## src/mem_pkg.sv

```systemverilog
// Memory stage package
// Data widths, instruction-class and load/store-width encodings,
// and bit positions of the pipeline stall vector

package mem_pkg;

    // Datapath widths
    localparam int XLEN   = 32;
    localparam int REG_AW = 5;
    localparam int RAM_AW = 8;              // 256 words
    localparam int NBYTES = XLEN / 8;       // Byte lanes per word

    // Stall vector, one bit per pipeline register
    localparam int STALL_W   = 5;
    localparam int STALL_PC  = 0;
    localparam int STALL_IF  = 1;
    localparam int STALL_ID  = 2;
    localparam int STALL_EX  = 3;           // Holds ex_mem
    localparam int STALL_MEM = 4;           // Holds mem_wb

    // Instruction class seen by the memory stage
    typedef enum logic [1:0] {
        INST_ALU   = 2'd0,
        INST_LOAD  = 2'd1,
        INST_STORE = 2'd2,
        INST_NOP   = 2'd3
    } inst_class_e;

    // Load/store width, same code as RISC-V funct3
    typedef enum logic [2:0] {
        LS_B  = 3'b000,
        LS_H  = 3'b001,
        LS_W  = 3'b010,
        LS_BU = 3'b100,
        LS_HU = 3'b101
    } ls_width_e;

endpackage

```

## src/ex_mem_if.sv

```systemverilog
// Execute-to-memory bundle
// Carries the latched execute results from the pipeline register
// to the load/store unit

`timescale 1ns/1ns

interface ex_mem_if import mem_pkg::*; ();

    inst_class_e              inst_class;
    logic                     rd_ena;
    logic        [REG_AW-1:0] rd_addr;
    logic        [XLEN-1:0]   rd_data;   // ALU result, also the load/store address
    logic        [XLEN-1:0]   st_data;
    ls_width_e                ls_width;
    logic        [XLEN-1:0]   pc;
    logic        [XLEN-1:0]   inst;

    modport producer (
        output inst_class, rd_ena, rd_addr, rd_data, st_data, ls_width, pc, inst
    );

    modport consumer (
        input  inst_class, rd_ena, rd_addr, rd_data, st_data, ls_width, pc, inst
    );

endinterface

```

## src/ex_mem.sv

```systemverilog
// Execute-to-memory pipeline register
// Loads the execute results every cycle unless the stall vector holds
// the execute stage and everything upstream of it

`timescale 1ns/1ns

module ex_mem import mem_pkg::*; (
    input  logic                   clk,
    input  logic                   rst_n_i,
    input  logic     [STALL_W-1:0] stall_i,
    input  inst_class_e            ex_class_i,
    input  logic                   ex_rd_ena_i,
    input  logic     [REG_AW-1:0]  ex_rd_addr_i,
    input  logic     [XLEN-1:0]    ex_rd_data_i,
    input  logic     [XLEN-1:0]    ex_st_data_i,
    input  ls_width_e              ex_ls_width_i,
    input  logic     [XLEN-1:0]    ex_pc_i,
    input  logic     [XLEN-1:0]    ex_inst_i,
    ex_mem_if.producer             exm_o
);

    logic hold;

    // Hold only when bits 0 to 3 are all set
    assign hold = &stall_i[STALL_EX:STALL_PC];

    always_ff @(posedge clk or negedge rst_n_i) begin
        if (!rst_n_i) begin
            exm_o.inst_class <= INST_NOP;
            exm_o.rd_ena     <= 1'b0;
            exm_o.rd_addr    <= '0;
            exm_o.rd_data    <= '0;
            exm_o.st_data    <= '0;
            exm_o.ls_width   <= LS_W;
            exm_o.pc         <= '0;
            exm_o.inst       <= '0;
        end else if (!hold) begin
            exm_o.inst_class <= ex_class_i;
            exm_o.rd_ena     <= ex_rd_ena_i;
            exm_o.rd_addr    <= ex_rd_addr_i;
            exm_o.rd_data    <= ex_rd_data_i;
            exm_o.st_data    <= ex_st_data_i;
            exm_o.ls_width   <= ex_ls_width_i;
            exm_o.pc         <= ex_pc_i;
            exm_o.inst       <= ex_inst_i;
        end
    end

    // Writeback back-pressure must also freeze this stage, or an entry is lost
    a_mem_stall_holds_ex: assert property (
        @(posedge clk) disable iff (!rst_n_i)
        stall_i[STALL_MEM] |-> stall_i[STALL_EX]
    );

endmodule

```

## src/flat_wrapper.sv

```systemverilog
// flat-port wrapper written by rule: the top's interface ports become plain ports
module ex_mem_flat import mem_pkg::*;
  (clk, rst_n_i, stall_i, ex_class_i, ex_rd_ena_i, ex_rd_addr_i, ex_rd_data_i, ex_st_data_i, ex_ls_width_i, ex_pc_i, ex_inst_i, exm_o_inst_class, exm_o_rd_ena, exm_o_rd_addr, exm_o_rd_data, exm_o_st_data, exm_o_ls_width, exm_o_pc, exm_o_inst);
  ex_mem_if exm_o_i ();
  input  logic clk;
  input  logic rst_n_i;
  input  logic     [STALL_W-1:0] stall_i;
  input  inst_class_e ex_class_i;
  input  logic ex_rd_ena_i;
  input  logic     [REG_AW-1:0] ex_rd_addr_i;
  input  logic     [XLEN-1:0] ex_rd_data_i;
  input  logic     [XLEN-1:0] ex_st_data_i;
  input  ls_width_e ex_ls_width_i;
  input  logic     [XLEN-1:0] ex_pc_i;
  input  logic     [XLEN-1:0] ex_inst_i;
  output wire logic [$bits(exm_o_i.inst_class)-1:0] exm_o_inst_class;
  output wire logic [$bits(exm_o_i.rd_ena)-1:0] exm_o_rd_ena;
  output wire logic [$bits(exm_o_i.rd_addr)-1:0] exm_o_rd_addr;
  output wire logic [$bits(exm_o_i.rd_data)-1:0] exm_o_rd_data;
  output wire logic [$bits(exm_o_i.st_data)-1:0] exm_o_st_data;
  output wire logic [$bits(exm_o_i.ls_width)-1:0] exm_o_ls_width;
  output wire logic [$bits(exm_o_i.pc)-1:0] exm_o_pc;
  output wire logic [$bits(exm_o_i.inst)-1:0] exm_o_inst;
  assign exm_o_inst_class = exm_o_i.inst_class;
  assign exm_o_rd_ena = exm_o_i.rd_ena;
  assign exm_o_rd_addr = exm_o_i.rd_addr;
  assign exm_o_rd_data = exm_o_i.rd_data;
  assign exm_o_st_data = exm_o_i.st_data;
  assign exm_o_ls_width = exm_o_i.ls_width;
  assign exm_o_pc = exm_o_i.pc;
  assign exm_o_inst = exm_o_i.inst;
  ex_mem u_core (.clk(clk), .rst_n_i(rst_n_i), .stall_i(stall_i), .ex_class_i(ex_class_i), .ex_rd_ena_i(ex_rd_ena_i), .ex_rd_addr_i(ex_rd_addr_i), .ex_rd_data_i(ex_rd_data_i), .ex_st_data_i(ex_st_data_i), .ex_ls_width_i(ex_ls_width_i), .ex_pc_i(ex_pc_i), .ex_inst_i(ex_inst_i), .exm_o(exm_o_i));
endmodule
```

## config.mk

```make
export PLATFORM = sky130hd
export DESIGN_NAME = ex_mem_flat
export DESIGN_NICKNAME = d
export VERILOG_FILES = /design/src/mem_pkg.sv /design/src/ex_mem_if.sv /design/src/ex_mem.sv /design/src/flat_wrapper.sv
export SDC_FILE = /design/constraint.sdc
export NUM_CORES = 1
export LEC_CHECK = 0
export BUFFER_PORTS_ARGS = -buffer_cell sky130_fd_sc_hd__buf_4
export CAP_MARGIN = 20
export CELL_PAD_IN_SITES_DETAIL_PLACEMENT = 1
export CELL_PAD_IN_SITES_GLOBAL_PLACEMENT = 1
export CORE_MARGIN = 10
export CORE_UTILIZATION = 35
export CTS_BUF_LIST = sky130_fd_sc_hd__clkbuf_2 sky130_fd_sc_hd__clkbuf_4 sky130_fd_sc_hd__clkbuf_8
export CTS_CLUSTER_SIZE = 14
export DETAILED_ROUTE_END_ITERATION = 7
export PLACE_DENSITY_LB_ADDON = 0.1
export SLEW_MARGIN = 5
export SYNTH_ARGS = -nofsm -noshare
export SYNTH_HDL_FRONTEND = slang
export SYNTH_SLANG_ARGS = --single-unit
```

## constraint.sdc

```tcl
create_clock -name clk -period 1.5 [get_ports clk]
set_clock_uncertainty 0.05 [all_clocks]
set_input_delay 0.3 -clock clk [delete_from_list [all_inputs] [get_ports clk]]
set_output_delay 0.3 -clock clk [all_outputs]
set_load 0.05 [all_outputs]
```

; After elaboration in Yosys (flattened, before gate mapping)
; Index checks and enable logic that the tools add are counted.
[op_classes]
reduce_logical = 1
[op_table]
columns = op, count
row1 = 4-bit AND reduction, 1
[totals]
register_bits = 139
in_bits = 146
out_inout_bits = 139
word_cells = 9

; Logic depth before layout (Yosys ltp)
[logic_depth]
ltp_word = 1
depth_mapped = 4
ltp_nobuf = 2

; Least setup slack after synthesis
; Ideal clock, no wire load.
[synth_timing]
path_type = input to register
startpoint = input port stall_i[1]
endpoint = register u_core.exm_o.inst[20]
setup_time_ns = 0.125
arrival_time_ns = 1.120
required_time_ns = 1.325
path_slack_ns = 0.206
path_stages = 4
n_path_buf = 2
cell_sequence = nand4_1 -> buf_2 -> buf_6 -> mux2_2
[synth_between]
elab_chain_len = 1
[synth_lines]
columns = element, line_no
row1 = start: declaration, flat_wrapper.sv:7  ; input logic [STALL_W-1:0] stall_i;
row2 = 4-bit AND reduction, ex_mem.sv:25  ; assign hold = &stall_i[STALL_EX:STALL_PC];
row3 = end signal: assignment, ex_mem.sv:45  ; exm_o.inst <= ex_inst_i;
row4 = end: declaration, ex_mem_if.sv:19  ; output inst_class, rd_ena, rd_addr, rd_data, st_data, ls_width, pc, inst
; Every way passes these cells.
; A chain may end at the register's enable or synchronous reset.

; Worst setup path after layout
[layout_timing]
startpoint = register u_core.exm_o.inst_class[1]
endpoint = output port exm_o_inst_class[1]
[layout_rtl]
columns = element, line_no
row1 = start: declaration, ex_mem_if.sv:19
row2 = start signal: assignment, ex_mem.sv:38  ; exm_o.inst_class <= ex_class_i;
row3 = end: declaration, flat_wrapper.sv:16  ; output wire logic [$bits(exm_o_i.inst_class)-1:0] exm_o_inst_class;
; No word-level cell between the ends.

==> metrics.cfg <==
[clock_network]
clock-root-buffer=clkbuf_8
cts_buffer_depth=2
cts_tree=yes
clk_transition_reported_paths_ps=80
numCtsBuffers=17
htreeDepth=4
worstSkewPairLatency_ps=430
clock-sinks=139

[global_route]
grt_antenna_before_repair=0
grt_first_pass_wirelength_um=24700
remaining_global_route_overflow=0
pin_count_of_the_biggest_net_entering_global_routing=40
gr-usage-all-layers_pct=16.2
number_of_global_route_vias_before_repair=4198

[sta]
worst_slew_pin_tran_ps=373
timing.slew.headroom_pct=75.1
final.min_clock_period_ps=1490
timing.final.setup_violations=0
grt_setup_unrepaired=yes
final-max-slew-violation-count=0
hold_violations=0
max_clock_freq_ghz=0.671
finalCritPeriodShare_pct=99.4

[min_path]
number_of_instances_on_the_worst_hold_path=2
hold_class=input pin to flop
hold-path-endpoint=u_core.exm_o.rd_data[10]
hold_path.startpoint=ex_rd_data_i[10]

[layout]
fin_util_pct=55.3
layout-area-overhead-vs-synth_pct=54.5
area.sequential_um2=3480
finish.net_count=741
filler_cell_count=1474
final_cell_mix=buf_4 (282), mux2_2 (139), dfrtp_1 (136)
drive_gt1_share_pct=77.3
area_of_combinational_cells_with_multiple_inputs_um2=1570
layout_commonest_cell=buf_4
finish.instance_area_um2=8040
antennaDiodeCount=0

[drt]
viasPerCell=4.61
routed-via-count=3648
detail-route-antenna-nets=0
wl_per_cell_um=20.9
detail_route.iter0.violations=67
routed_wirelength_um=16500
drc=0
drt_pass1_iterations=4

[yosys]
synth.avg_cell_area_um2=17.7
synth_seq_area_share_pct=67.0
synthesis.yosys.warnings=0
netlist_instances=294
synth-seq-cells=139
mappedNetlistArea_um2=5200
synth_fp_nets=440
synthDistinctLibCells=7

[critical_path]
endpoint_kind_of_the_worst_setup_timing_path=output port
critical_path_class=flop to output port
worst_setup_path_start_kind=flop
cpLargestDelayFamily=flip-flops
timing.critical_path.arrival_ps=1140
crit-reg2reg-launch=u_core.exm_o.rd_data[31]
critical-path-max-stage-delay_ps=560
timing.critical_path.cells=buf_8
r2r_setup_slack_ps=670
r2r-end=u_core.exm_o.rd_data[31]
critical_path_buf_inv_count=1
reg2reg_depth=1
timing.critical_path.slowest_stage_cell=dfstp_2
critPathMaxFanout=2
critical_path_required_ps=1150

[die]
io_pins=285
floorplan.rows=44
initial_core_util_pct=35.8
dieHeight_um=142
floorplan.die_area_um2=20100
core_region_area_um2=14500
die_width_um=142

[flow_run]
max_cap_viol_count=0

[power_and_ir_drop]
leakage_nw=3.90
power.ir.vdd_worst_mv=0.545
power_per_cell_area_nw_per_um2=1120

[place]
gp_congestion=0.761
dpl.hpwl_um=13500
placement.io_buffers=283
detailed_place.area_um2=7630

[status]
run_status=complete, no violations

[through the flow]
stage	setup slack [ps]	hold WS, ps	TNS, ps	total power, W	instances
after floorplan	206	-45.6	0	0.00532	294
after global placement	25.0	174	0	0.00620	759
after detailed placement	4.34	184	0	0.00625	759
after CTS	-36.8	0.927	-101	0.00913	792
after global routing	-51.6	7.24	-136	0.00940	792
final	9.63	39.7	0	0.00899	792
[registers in the layout, indices dropped and copies added (netlist names)]
signal and cells:
u_core.exm_o.rd_data 32, u_core.exm_o.st_data 32, u_core.exm_o.inst_class 2, u_core.exm_o.pc 32, u_core.exm_o.inst 32, u_core.exm_o.rd_ena 1, u_core.exm_o.rd_addr 5, u_core.exm_o.ls_width 3
[synth_stat cells]
master | n | share of area [%]
dfrtp_1 | 136 | 65
mux2_2 | 139 | 30
nand4_1 | 1 | 0.12
buf_2 | 3 | 0.29
buf_6 | 11 | 2.4
buf_4 | 1 | 0.14
dfstp_2 | 3 | 1.5
[report_power, final]
part	internal, W	switching (W)
combinational	0.000789	0.00124
clock	0.00147	0.00136
sequential	0.00399	0.000130
total	0.00625	0.00273
[worst max-delay path by stage]
| stage | start | end | cells past startpoint |
|---|---|---|---|
| floorplan | stall_i[1] | u_core.exm_o.inst[20] | 4 |
| global placement | stall_i[1] | u_core.exm_o.inst[23] | 5 |
| detailed placement | stall_i[1] | u_core.exm_o.inst[8] | 5 |
| CTS | u_core.exm_o.inst_class[0] | exm_o_inst_class[0] | 1 |
| global route | u_core.exm_o.inst_class[0] | exm_o_inst_class[0] | 1 |
| finish | u_core.exm_o.inst_class[1] | exm_o_inst_class[1] | 1 |
[per-layer routing]
metal	share of wire [%]	vias to the layer above	GRT usage (%)	routed length (um)
met2	52	179	27.5	8560
met1	35	1815	16.3	5770
met4	2.0	0	6.40	331
met3	11	23	8.61	1890
li1	-	1631	-	-
met5	0	-	0	0
[cell families after synthesis]
group	after synthesis	synth area share [%]
buf+inv	15	2.82
flops	139	67.0
mux	139	30.1
simple gates	1	0.120
[final cells by class]
class                      count  area share (%)
multi-input combinational    140            19.6
timing repair buffer         297            29.7
sequential                   139            43.3
clock inverter                 9           0.872
tap                          184            2.87
clock buffer                  23            3.71
[repair_timing]
item / in CTS / in global routing
setup buffers: 0 / 0
hold buffers: 1 / 0
pin swaps: 0 / 0
setup endpoints to repair: 3 / 3
endpoints found under the hold margin: 30 / 0
gates resized for setup: 6 / 0
Power figures use the tool's default switching activity.
