--- src/mem_pkg.sv ---
// Memory stage package
// Data widths, instruction-class and load/store-width encodings,
// and bit positions of the pipeline stall vector

package mem_pkg;

    // Datapath widths
    localparam int XLEN   = 32;
    localparam int REG_AW = 5;
    localparam int RAM_AW = 8;              // 256 words
    localparam int NBYTES = XLEN / 8;       // Byte lanes per word

    // Stall vector, one bit per pipeline register
    localparam int STALL_W   = 5;
    localparam int STALL_PC  = 0;
    localparam int STALL_IF  = 1;
    localparam int STALL_ID  = 2;
    localparam int STALL_EX  = 3;           // Holds ex_mem
    localparam int STALL_MEM = 4;           // Holds mem_wb

    // Instruction class seen by the memory stage
    typedef enum logic [1:0] {
        INST_ALU   = 2'd0,
        INST_LOAD  = 2'd1,
        INST_STORE = 2'd2,
        INST_NOP   = 2'd3
    } inst_class_e;

    // Load/store width, same code as RISC-V funct3
    typedef enum logic [2:0] {
        LS_B  = 3'b000,
        LS_H  = 3'b001,
        LS_W  = 3'b010,
        LS_BU = 3'b100,
        LS_HU = 3'b101
    } ls_width_e;

endpackage

--- src/mem_wb.sv ---
// Memory-to-writeback pipeline register
// Holds under back-pressure and inserts a bubble while a load waits

`timescale 1ns/1ns

module mem_wb import mem_pkg::*; (
    input  logic               clk,
    input  logic               rst_n_i,
    input  logic [STALL_W-1:0] stall_i,
    input  logic               res_rd_ena_i,
    input  logic [REG_AW-1:0]  res_rd_addr_i,
    input  logic [XLEN-1:0]    res_rd_data_i,
    input  logic [XLEN-1:0]    res_pc_i,
    output logic               wb_rd_ena_o,
    output logic [REG_AW-1:0]  wb_rd_addr_o,
    output logic [XLEN-1:0]    wb_rd_data_o,
    output logic [XLEN-1:0]    wb_pc_o
);

    always_ff @(posedge clk or negedge rst_n_i) begin
        if (!rst_n_i) begin
            wb_rd_ena_o  <= 1'b0;
            wb_rd_addr_o <= '0;
            wb_rd_data_o <= '0;
            wb_pc_o      <= '0;
        end else if (stall_i[STALL_MEM]) begin
            // Hold everything
        end else if (stall_i[STALL_EX]) begin
            wb_rd_ena_o  <= 1'b0;               // Bubble
        end else begin
            wb_rd_ena_o  <= res_rd_ena_i;
            wb_rd_addr_o <= res_rd_addr_i;
            wb_rd_data_o <= res_rd_data_i;
            wb_pc_o      <= res_pc_i;
        end
    end

endmodule

--- config.mk ---
export PLATFORM = sky130hd
export DESIGN_NAME = mem_wb
export DESIGN_NICKNAME = d
export VERILOG_FILES = /design/src/mem_pkg.sv /design/src/mem_wb.sv
export SDC_FILE = /design/constraint.sdc
export NUM_CORES = 1
export LEC_CHECK = 0
export BUFFER_PORTS_ARGS = -buffer_cell sky130_fd_sc_hd__buf_4
export CAP_MARGIN = 5
export CORE_ASPECT_RATIO = 0.9
export CORE_MARGIN = 2
export CORE_UTILIZATION = 31
export CTS_BUF_LIST = sky130_fd_sc_hd__clkbuf_8
export CTS_CLUSTER_DIAMETER = 30
export DETAILED_ROUTE_END_ITERATION = 10
export GPL_TIMING_DRIVEN = 0
export PLACE_DENSITY = 0.7
export SLEW_MARGIN = 25
export SYNTH_ARGS = -nofsm -noshare
export SYNTH_HDL_FRONTEND = slang
export SYNTH_SLANG_ARGS = --single-unit
--- constraint.sdc ---
create_clock -name clk -period 0.85 [get_ports clk]
set_clock_uncertainty 0.05 [all_clocks]
set_input_delay 0.17 -clock clk [delete_from_list [all_inputs] [get_ports clk]]
set_output_delay 0.17 -clock clk [all_outputs]
set_load 0.005 [all_outputs]
**Word level (Yosys, flattened, before mapping)**

Cells that the tools add are included.
Widths: inputs -> output; s select.

- Register bits: 70
- Input port bits: 77
- Output and inout port bits: 70
- Word-level logic and storage cells: 8

- Muxes and demuxes: 1
- Bitwise operators: 2
- Reductions and logical operators: 1

Operator list:

| kind | count |
|---|---|
| $not 1->1 | 2 |
| $reduce_and 2->1 | 1 |
| $mux 1 | 1 |

**Depth between registers and ports, before layout**

Gate-level depths: netlist of run 1.

- Depth in word-level cells: 2
- Depth in mapped cells: 3
- Depth with buffers taken out: 2

**Least setup slack after synthesis of run 1**

OpenSTA, ideal clock, no wires.

- Path type: in2reg
- Start point: in stall_i[4]
- End point: reg wb_pc_o[10]
- Library setup time: 0.125 ns
- Arrival: 0.876 ns
- Required time: 0.675 ns
- Setup slack: -0.201 ns
- Stages on the path: 3
- Buffers on the path: 1
- Cells stage by stage: nor2_4 > buf_4 > mux2_2

- Word-level cells in the longest chain between the ends: 2

RTL lines:

| what | RTL line | text |
|---|---|---|
| start, declared | mem_wb.sv:9 | `input logic [STALL_W-1:0] stall_i,` |
| $not 1->1 (no source line) | -- |  |
| $reduce_and 2->1 (no source line) | -- |  |
| end signal, assigned | mem_wb.sv:34 | `wb_pc_o <= res_pc_i;` |
| end, declared | mem_wb.sv:17 | `output logic [XLEN-1:0] wb_pc_o` |

No other way between the ends.
A chain may end at the register's enable or synchronous reset.

**Worst setup path in the final report of run 1**

- Start point: reg wb_rd_data_o[19]
- End point: out wb_rd_data_o[19]

RTL lines:

| what | RTL line | text |
|---|---|---|
| start, declared | mem_wb.sv:16 | `output logic [XLEN-1:0] wb_rd_data_o,` |
| start signal, assigned | mem_wb.sv:33 | `wb_rd_data_o <= res_rd_data_i;` |

No word-level cell between the ends.

==> flow_metrics.py, run 1 <==
metrics = {
    "detailed_routing": {
        "route.final.wire_length_um": 7370,
        "avgViaCountPerCell": 4.50,
        "wl_per_cell_um": 16.5,
        "drt_pass1_iterations": 4,
        "routed-via-count": 2006,
        "drc": 0,
        "dr.first_iter.drc_count": 57,
        "ant_nets": 0,
    },
    "floorplanning": {
        "floorplan.die_area_um2": 9190,
        "die_width_um": 101,
        "core.rowCount": 31,
        "start_util": 0.323,
        "die_h_um": 91.2,
        "fp.coreArea_um2": 8110,
        "ios": 147,
    },
    "clock_tree": {
        "tritoncts": "yes",
        "h_tree_level_count": 3,
        "cts.clk_slew.worst_paths_ns": 0.08,
        "clockBufferDepth": 2,
        "worst_skew_late_latency_ns": 0.34,
        "cts_root_buffer": "sky130_fd_sc_hd__clkbuf_8",
        "tritoncts_num_sinks": 70,
        "tritoncts.num_buffers": 9,
    },
    "placement": {
        "post-place-cells": 390,
        "post-dp-hpwl_um": 4250,
        "place.port_buffers": 143,
        "final_weighted_congestion_in_routability_driven_placement": 0.676,
        "dpl-instance-area_um2": 3820,
    },
    "sta": {
        "post-route-period-util": 1.29,
        "totalNegativeSetupSlack_ns": -20.71,
        "max_slew_margin": 0.405,
        "period_needed_ns": 1.10,
        "setup_repair_after_global_routing_missed_its_margin": "yes",
        "max_clock_freq_mhz": 912,
        "tightest_slew_ns": 0.892,
        "final-max-slew-violation-count": 0,
        "hold_viol": 70,
        "worst_slack_ns": -0.246,
        "report.final.setup_viol": 134,
        "fin_worst_hold_slack_ns": -0.119,
    },
    "worst_setup_path": {
        "crit_path_cell_trace": "buf_6",
        "timing.setup.critical_path_class": "reg2out",
        "timing.critical_path.arrival_ns": 0.88,
        "timing.critical_path.required_ns": 0.63,
        "setup.worst_path.end_class": "output pin",
        "start_kind": "flip-flop",
        "critical_path.slowest_cell": "sky130_fd_sc_hd__dfrtp_1",
        "path_buf_inv": 1,
        "crit_path_max_incr_delay_ns": 0.41,
        "worstPathMaxFanout": 2,
        "critical-path-top-delay-family": "flip-flops",
    },
    "synthesis": {
        "synth-seq-cells": 70,
        "synth_top_area_share": 0.670,
        "post-synth-top-count-cell": "sky130_fd_sc_hd__dfrtp_1",
        "fraction_of_registers_with_async_set_reset": 1.00,
        "synth_area_leader_cell": "sky130_fd_sc_hd__dfrtp_1",
        "netlist_area_um2": 2620,
        "ys_top_cells_by_count": "70 x sky130_fd_sc_hd__dfrtp_1, 63 x sky130_fd_sc_hd__mux2_2, 6 x sky130_fd_sc_hd__mux2_1",
        "synthesis.nets": 225,
        "synth_enable_flop_cells": 0,
        "synth_top_cells_by_area": "sky130_fd_sc_hd__dfrtp_1 67%, sky130_fd_sc_hd__mux2_2 27%, sky130_fd_sc_hd__mux2_1 2.6%, sky130_fd_sc_hd__buf_6 1.7%, sky130_fd_sc_hd__buf_4 0.86%",
        "seq_area_frac_synth": 0.670,
        "post_synth_inst_count": 148,
        "syn_area_per_cell_um2": 17.7,
        "synth.distinct_cells": 7,
        "yosysWarningCount": 0,
        "synth_ff_type": "sky130_fd_sc_hd__dfrtp_1",
    },
    "layout": {
        "fraction_of_layout_cells_with_a_size_suffix_above_1": 0.787,
        "num_antenna_cells": 0,
        "design_area_um2": 5110,
        "design.final.nets": 419,
        "non_filler_instance_count_after_layout": 446,
        "syn2layout_area_growth_pct": 95.2,
    },
    "job": {
        "max_cap_violations": 0,
    },
    "power": {
        "pwr_per_cell_area_nw_per_um2": 1910,
        "post-layout-total-power_uw": 9760,
        "power.leakage_uw": 0.00254,
        "vdd_ir_drop_max_uv": 1130,
    },
    "global_routing": {
        "global_route_wire_length_before_repair_um": 11500,
        "grt_start_max_net_pins": 71,
        "via_count_of_the_first_global_routing_pass": 2198,
        "antenna_found_initial": 0,
        "global_route.usage.total": 0.163,
        "globalRoute.totalOverflow": 0,
    },
    "outcome": {
        "run_status": "finished with violations",
        "failed_checks": "hold timing, setup timing",
    },
    "worst_hold_path": {
        "worstHoldPathType": "in2async",
    },
}
[layout by cell type (no fill, tap or decap)]
cell | Yosys | layout
sky130_fd_sc_hd__buf_4 | 3 | 90
sky130_fd_sc_hd__buf_6 | 4 | 78
sky130_fd_sc_hd__dfrtp_1 | 70 | 70
sky130_fd_sc_hd__mux2_4 | 0 | 68
sky130_fd_sc_hd__buf_12 | 0 | 11
sky130_fd_sc_hd__clkbuf_8 | 0 | 10
sky130_fd_sc_hd__buf_8 | 0 | 5
sky130_fd_sc_hd__buf_16 | 0 | 4
sky130_fd_sc_hd__clkinvlp_4 | 0 | 2
sky130_fd_sc_hd__dlygate4sd3_1 | 0 | 2
sky130_fd_sc_hd__nor2_4 | 1 | 1
sky130_fd_sc_hd__mux2_2 | 63 | 1
sky130_fd_sc_hd__a22o_1 | 1 | 1
sky130_fd_sc_hd__clkinv_2 | 0 | 1
sky130_fd_sc_hd__clkinv_4 | 0 | 1
sky130_fd_sc_hd__bufinv_16 | 0 | 1
sky130_fd_sc_hd__inv_1 | 0 | 1
[sequential cells by signal, summed over array words and instances, names as in the netlist]
register      count
wb_pc_o          32
wb_rd_data_o     32
wb_rd_addr_o      5
wb_rd_ena_o       1
[layer usage]
layer / GRT usage / share of wire / vias to the layer above
met5: 0 / 0 / -
met4: 0.0445 / 0.0099 / 0
met3: 0.0693 / 0.085 / 9
met2: 0.246 / 0.47 / 97
met1: 0.214 / 0.43 / 992
li1: - / - / 908
[power breakdown]
part / internal, uW / total, uW / switching (uW)
clock: 1420 / 2670 / 1250
combinational: 2160 / 2880 / 723
sequential: 3820 / 4200 / 379
[logic make-up (layout without fill, tap and decap cells)]
kind of cell,Yosys count,in the layout,synth area share
AO/OA/AOI/OAI,1,1,0.00335
buffers and inverters,7,206,0.0258
flip-flops,70,70,0.670
multiplexers,69,69,0.297
AND/OR/NAND/NOR,1,1,0.00430
[worst paths after layout]
path	cells past startpoint	startpoint	slack [ns]	endpoint
worst max-delay path	1	wb_rd_data_o[19]$_DFFE_PN0P_	-0.25	wb_rd_data_o[19]
worst min register to register	1	wb_rd_addr_o[2]$_DFFE_PN0P_	0.48	wb_rd_addr_o[2]$_DFFE_PN0P_
worst min-delay path	1	rst_n_i	-0.12	wb_pc_o[10]$_DFFE_PN0P_
worst max register to register	2	wb_rd_addr_o[4]$_DFFE_PN0P_	-0.13	wb_rd_addr_o[4]$_DFFE_PN0P_
min in group clk	2	res_pc_i[25]	0.01	wb_pc_o[25]$_DFFE_PN0P_
max in group asynchronous	1	rst_n_i	0.25	wb_rd_data_o[23]$_DFFE_PN0P_
[timing repair]
item                       CTS  global route
cloned                       8             0
buffers inserted            11            26
hold buffers                 1             1
pin swaps                    2             2
hold endpoints to repair   122           131
resized for setup          146            19
setup endpoints to repair  139           140
[layout make-up]
class / count / area (um^2)
timing repair buffer: 184 / 1880
buffer: 6 / 100
clock buffer: 10 / 138
multi-input combinational: 71 / 1050
clock inverter: 6 / 62.6
fill: 612 / 3000
tap: 99 / 124
sequential: 70 / 1750
[per-stage QoR]
| stage | setup WS, ns | hold WS [ns] | util |
|---|---|---|---|
| 2_1_floorplan | -0.196 | -0.176 | - |
| 3_3_place_gp | -0.471 | 0.294 | 0.472 |
| 3_5_place_dp | -0.514 | 0.303 | 0.472 |
| 4_1_cts | -0.255 | -0.0789 | 0.612 |
| 5_1_grt | -0.301 | -0.0319 | 0.630 |
| 6_report | -0.246 | -0.119 | 0.630 |
No activity file was read; power rests on OpenSTA's default activity.
==> inputs of run 2 (changes only) <==
Settings changed: CORE_UTILIZATION 31 to 45, PLACE_DENSITY 0.7 to 0.91.
==> run 2 against run 1 <==
  * The run still ends with hold timing, setup timing left
  * Core utilization increased by 25 points
  * Die area decreased by 30%
  * Power increased by 3.4%
  * Maximum frequency decreased by 2.7%
  * Clock power increased by 14%
  * Final cell count decreased by 9.4%
  * Final area decreased by 2.1%
  * Via count increased by 0.75%
==> flow_metrics.py, run 2 (synthesized netlist as in run 1, its figures left out) <==
metrics = {
    "outcome": {
        "run_status": "finished with violations",
        "failed_checks": "hold timing, setup timing",
    },
    "detailed_routing": {
        "route.final.wire_length_um": 8380,
        "avgViaCountPerCell": 5.00,
        "dr.first_iter.drc_count": 80,
        "ant_nets": 0,
        "routed-via-count": 2021,
        "drc": 0,
        "wl_per_cell_um": 20.7,
        "drt_pass1_iterations": 4,
    },
    "worst_setup_path": {
        "rr_startpoint": "wb_rd_addr_o[1]$_DFFE_PN0P_",
        "crit_path_max_incr_delay_ns": 0.42,
        "timing.critical_path.required_ns": 0.63,
        "start_kind": "flip-flop",
        "critical_path.slowest_cell": "sky130_fd_sc_hd__dfrtp_1",
        "critical-path-top-delay-family": "flip-flops",
        "path_buf_inv": 1,
        "worstPathMaxFanout": 2,
        "regToRegEndpoint": "wb_rd_addr_o[1]$_DFFE_PN0P_",
        "setup.worst_path.end_class": "output pin",
        "crit_path_cell_trace": "buf_6",
        "timing.setup.critical_path_class": "reg2out",
        "timing.critical_path.arrival_ns": 0.91,
        "ff2ff_path_depth": 2,
        "setup.reg_to_reg.worst_slack_ns": -0.12,
    },
    "global_routing": {
        "grt_start_max_net_pins": 71,
        "via_count_of_the_first_global_routing_pass": 2092,
        "globalRoute.totalOverflow": 0,
        "global_route.usage.total": 0.213,
        "antenna_found_initial": 0,
        "global_route_wire_length_before_repair_um": 10500,
    },
    "worst_hold_path": {
        "worstHoldPathType": "in2async",
    },
    "clock_tree": {
        "tritoncts_num_sinks": 70,
        "cts.clk_slew.worst_paths_ns": 0.08,
        "worst_skew_late_latency_ns": 0.35,
        "h_tree_level_count": 3,
        "clockBufferDepth": 2,
        "tritoncts.num_buffers": 9,
        "tritoncts": "yes",
        "cts_root_buffer": "sky130_fd_sc_hd__clkbuf_8",
    },
    "power": {
        "post-layout-total-power_uw": 10100,
        "pwr_per_cell_area_nw_per_um2": 2020,
        "vdd_ir_drop_max_uv": 1520,
        "power.leakage_uw": 0.00248,
    },
    "sta": {
        "hold_viol": 79,
        "final-max-slew-violation-count": 0,
        "worst_slack_ns": -0.276,
        "max_clock_freq_mhz": 888,
        "fin_worst_hold_slack_ns": -0.133,
        "tightest_slew_ns": 0.864,
        "post-route-period-util": 1.33,
        "report.final.setup_viol": 139,
        "setup_repair_after_global_routing_missed_its_margin": "yes",
        "max_slew_margin": 0.424,
        "period_needed_ns": 1.13,
    },
    "job": {
        "max_cap_violations": 0,
    },
    "layout": {
        "syn2layout_area_growth_pct": 91.1,
        "design.final.nets": 406,
        "fraction_of_layout_cells_with_a_size_suffix_above_1": 0.781,
        "reg.largest.list": "wb_pc_o: 32 flops, wb_rd_data_o: 32 flops, wb_rd_addr_o: 5 flops",
        "layout.cells.most_common": "sky130_fd_sc_hd__buf_6",
        "top_library_cells_by_usage_in_the_layout_fill_and_taps_aside": "80 x sky130_fd_sc_hd__buf_6, 77 x sky130_fd_sc_hd__buf_4, 70 x sky130_fd_sc_hd__dfrtp_1",
        "post-route-util": 0.883,
        "design_area_um2": 5000,
        "num_antenna_cells": 0,
    },
    "floorplanning": {
        "start_util": 0.462,
        "core.rowCount": 26,
        "ios": 147,
        "fp.coreArea_um2": 5660,
        "floorplan.die_area_um2": 6440,
        "die_h_um": 76.3,
        "die_width_um": 84.4,
    },
    "placement": {
        "place.port_buffers": 143,
        "post-dp-hpwl_um": 4290,
        "dpl_worst_slack_ns": -0.493,
        "dpl-instance-area_um2": 3790,
        "final_weighted_congestion_in_routability_driven_placement": 0.717,
    },
}
-- run 2: changes by cell type in the layout (fill, tap and decap cells not counted), sizes merged --
cell    previous run  this run
inv                1         0
clkbuf            10        19
bufinv             1         2
buf              188       166
-- run 2: worst max-delay path by stage --
stage | cells past startpoint | startpoint | to
after floorplan | 3 | stall_i[4] | wb_pc_o[2]$_DFFE_PN0P_
after global placement | 4 | stall_i[4] | wb_pc_o[27]$_DFFE_PN0P_
after detailed placement | 4 | stall_i[4] | wb_pc_o[0]$_DFFE_PN0P_
after CTS | 1 | wb_pc_o[26]$_DFFE_PN0P_ | wb_pc_o[26]
after global routing | 1 | wb_pc_o[31]$_DFFE_PN0P_ | wb_pc_o[31]
final | 1 | wb_pc_o[31]$_DFFE_PN0P_ | wb_pc_o[31]
-- run 2: metal layers --
metal  global-route usage  up-vias  wire length (um)
met5                    0        -                 0
met3               0.0953       16               583
met1                0.244     1025              3260
met4               0.0698        0               190
met2                0.359      102              4350
li1                     -      878                 -
-- run 2: power by group --
group / internal (uW) / leakage [uW] / total (uW) / switching, uW
Clock: 1720 / 0.000108 / 3040 / 1320
Combinational: 2060 / 0.00155 / 2810 / 746
Sequential: 3820 / 0.000823 / 4240 / 417
Total: 7610 / 0.00248 / 10100 / 2480
-- run 2: final cells by class --
| class | count | area, um^2 |
|---|---|---|
| buffer | 7 | 140 |
| clock buffer | 10 | 138 |
| clock inverter | 6 | 85.1 |
| fill | 243 | 662 |
| multi-input combinational | 71 | 1040 |
| sequential | 70 | 1750 |
| tap | 70 | 87.6 |
| timing repair buffer | 170 | 1760 |
-- run 2: per-stage QoR --
stage | instances | setup TNS (ns)
3_3_place_gp | 361 | -39.21
6_report | 404 | -22.42
2_1_floorplan | 148 | -13.36
3_5_place_dp | 361 | -40.58
5_1_grt | 404 | -25.23
4_1_cts | 388 | -17.87
-- run 2: timing repair --
item | 4_1_cts | 5_1_grt
endpoints found under the hold margin | 125 | 135
setup buffers | 10 | 12
resized for setup | 81 | 80
hold buffers | 1 | 1
setup endpoints to repair | 139 | 138
cloned | 0 | 9
pin swaps | 1 | 1
==> inputs of run 3 (changes only) <==
==> constraint.sdc (replaced) <==
create_clock -name clk -period 0.85 [get_ports clk]
set_clock_uncertainty 0.05 [all_clocks]
set_input_delay 0.085 -clock clk [delete_from_list [all_inputs] [get_ports clk]]
set_output_delay 0.085 -clock clk [all_outputs]
set_load 0.005 [all_outputs]
==> run 3 against run 2 <==
  * The run still ends with hold timing, setup timing left
  * Final area rose by 6.4%
  * Power up 2.6%
  * Combinational power grew 5%
  * Core utilization up 5.7 points
  * Critical path depth is the same
  * Hold slack got worse by 0.092 ns
  * Non-clock buffer count grew 70
  * Sequential power hardly changed
  * Die area did not move
  * Clock power increased by 3%
  * Via count rose by 22%
  * Critical path type unchanged
  * Critical endpoint is now wb_pc_o[0]
  * Largest power group unchanged
==> flow_metrics.py, run 3 (synthesized netlist as in run 1, its figures left out) <==
metrics = {
    "worst_setup_path": {
        "cp_num_cells": 1,
        "worstPathMaxFanout": 2,
        "setup.reg_to_reg.worst_slack_ns": -0.18,
        "critical_path.slowest_cell": "sky130_fd_sc_hd__dfrtp_1",
        "crit_path_cell_trace": "buf_6",
        "timing.setup.critical_path_class": "reg2out",
        "critical-path-top-delay-family": "flip-flops",
        "path_buf_inv": 1,
        "ff2ff_path_depth": 2,
        "setup.worst_path.end_class": "output pin",
        "timing.critical_path.required_ns": 0.71,
        "start_kind": "flip-flop",
        "timing.critical_path.arrival_ns": 0.95,
        "crit_path_max_incr_delay_ns": 0.44,
    },
    "sta": {
        "worst_slack_ns": -0.237,
        "max_slew_margin": 0.430,
        "post-route-period-util": 1.28,
        "fin_worst_hold_slack_ns": -0.225,
        "hold_viol": 70,
        "setup_repair_after_global_routing_missed_its_margin": "yes",
        "report.final.setup_viol": 118,
        "period_needed_ns": 1.09,
        "max_clock_freq_mhz": 920,
        "tightest_slew_ns": 0.854,
        "final-max-slew-violation-count": 0,
        "totalNegativeSetupSlack_ns": -15.50,
    },
    "power": {
        "vdd_ir_drop_max_uv": 1640,
        "power.leakage_uw": 0.00256,
        "pwr_per_cell_area_nw_per_um2": 1950,
    },
    "clock_tree": {
        "h_tree_level_count": 3,
        "tritoncts_num_sinks": 70,
        "worst_skew_late_latency_ns": 0.36,
        "cts.clk_slew.worst_paths_ns": 0.09,
        "cts_root_buffer": "sky130_fd_sc_hd__clkbuf_8",
        "tritoncts": "yes",
        "tritoncts.num_buffers": 9,
        "clockBufferDepth": 2,
    },
    "outcome": {
        "failed_checks": "hold timing, setup timing",
        "run_status": "finished with violations",
    },
    "global_routing": {
        "via_count_of_the_first_global_routing_pass": 2626,
        "globalRoute.totalOverflow": 0,
        "antenna_found_initial": 0,
        "global_route.usage.total": 0.289,
        "global_route_wire_length_before_repair_um": 13900,
        "grt_start_max_net_pins": 71,
    },
    "detailed_routing": {
        "dr.first_iter.drc_count": 61,
        "route.final.wire_length_um": 11100,
        "drc": 0,
        "routed-via-count": 2471,
        "avgViaCountPerCell": 5.21,
        "drt_pass1_iterations": 4,
        "ant_nets": 0,
        "wl_per_cell_um": 23.4,
    },
    "layout": {
        "syn2layout_area_growth_pct": 103,
        "layout.cells.most_common": "sky130_fd_sc_hd__buf_6",
        "top_library_cells_by_usage_in_the_layout_fill_and_taps_aside": "90 x sky130_fd_sc_hd__buf_6, 85 x sky130_fd_sc_hd__buf_4, 70 x sky130_fd_sc_hd__dfrtp_1",
        "fraction_of_layout_cells_with_a_size_suffix_above_1": 0.649,
        "post-route-util": 0.940,
        "layout.filler_cells": 147,
        "reg.largest.list": "wb_pc_o: 32 flops, wb_rd_data_o: 32 flops, wb_rd_addr_o: 5 flops",
        "num_antenna_cells": 0,
        "design.final.nets": 476,
    },
    "floorplanning": {
        "die_width_um": 84.4,
        "core.rowCount": 26,
        "start_util": 0.462,
        "ios": 147,
        "fp.coreArea_um2": 5660,
        "floorplan.die_area_um2": 6440,
        "die_h_um": 76.3,
    },
    "placement": {
        "place.port_buffers": 143,
        "post-dp-hpwl_um": 4290,
        "final_weighted_congestion_in_routability_driven_placement": 0.717,
    },
    "worst_hold_path": {
        "worstHoldPathType": "in2async",
    },
    "job": {
        "max_cap_violations": 0,
    },
}
[run 3: changes by cell type in the layout (fill, tap and decap cells not counted), sizes merged]
cell	previous run	this run
clkbuf	19	10
dlygate4sd3	2	67
buf	166	176
dlymetal6s4s	0	4
[run 3: worst paths after layout]
| check | startpoint | to |
|---|---|---|
| setup / recovery | wb_pc_o[0]$_DFFE_PN0P_ | wb_pc_o[0] |
| hold / removal | rst_n_i | wb_rd_addr_o[2]$_DFFE_PN0P_ |
| setup reg to reg | wb_pc_o[0]$_DFFE_PN0P_ | wb_pc_o[0]$_DFFE_PN0P_ |
| hold reg to reg | wb_pc_o[14]$_DFFE_PN0P_ | wb_pc_o[14]$_DFFE_PN0P_ |
| max in group asynchronous | rst_n_i | wb_rd_data_o[29]$_DFFE_PN0P_ |
| min in group clk | res_rd_data_i[18] | wb_rd_data_o[18]$_DFFE_PN0P_ |
[run 3: report_power, final]
group	leakage [uW]	switching, uW	internal (uW)
Clock	0.000108	1400	1720
Sequential	0.000823	451	3820
Combinational	0.00163	882	2070
Total	0.00256	2740	7610
[run 3: worst reg2reg max path, delay by kind of cell, from the launching register on]
kind / cells / cell delay [ns]
buffers and inverters: 1 / 0.14
flip-flops: 1 / 0.44
multiplexers: 1 / 0.28
[run 3: cell type report]
cell class / count / area (um^2) / share of cell area
plain buffers: 7 / 78.8 / 0.0148
clock buffers: 10 / 138 / 0.0259
clock inverters: 6 / 85.1 / 0.0160
multi-input cells: 71 / 865 / 0.163
flip-flops and latches: 70 / 1750 / 0.329
well taps: 70 / 87.6 / 0.0165
repair buffers: 240 / 2310 / 0.435
[run 3: stage by stage]
| stage | setup WS [ns] | area, um^2 | total power (uW) | cells |
|---|---|---|---|---|
| after global placement | -0.400 | 3790 | 5830 | 361 |
| final | -0.237 | 5320 | 10300 | 474 |
| after global routing | -0.242 | 5320 | 10700 | 474 |
| after floorplan | -0.111 | 2630 | 4710 | 148 |
| after CTS | -0.184 | 5070 | 9680 | 457 |
| after detailed placement | -0.408 | 3790 | 5930 | 361 |
[run 3: routing by layer]
metal | vias up | wire length (um) | part of all wire | GRT usage
met4 | 0 | 541 | 0.049 | 0.133
met5 | - | 0 | 0 | 0
met3 | 43 | 664 | 0.060 | 0.0910
met2 | 146 | 5860 | 0.53 | 0.527
met1 | 1259 | 4040 | 0.36 | 0.301
li1 | 1023 | - | - | -
[run 3: timing repair]
action,4_1_cts,5_1_grt
hold buffers,70,1
endpoints found under the setup margin,137,109
setup buffers,10,16
gates resized for setup,73,32
pin swaps,1,0
endpoints found under the hold margin,140,71
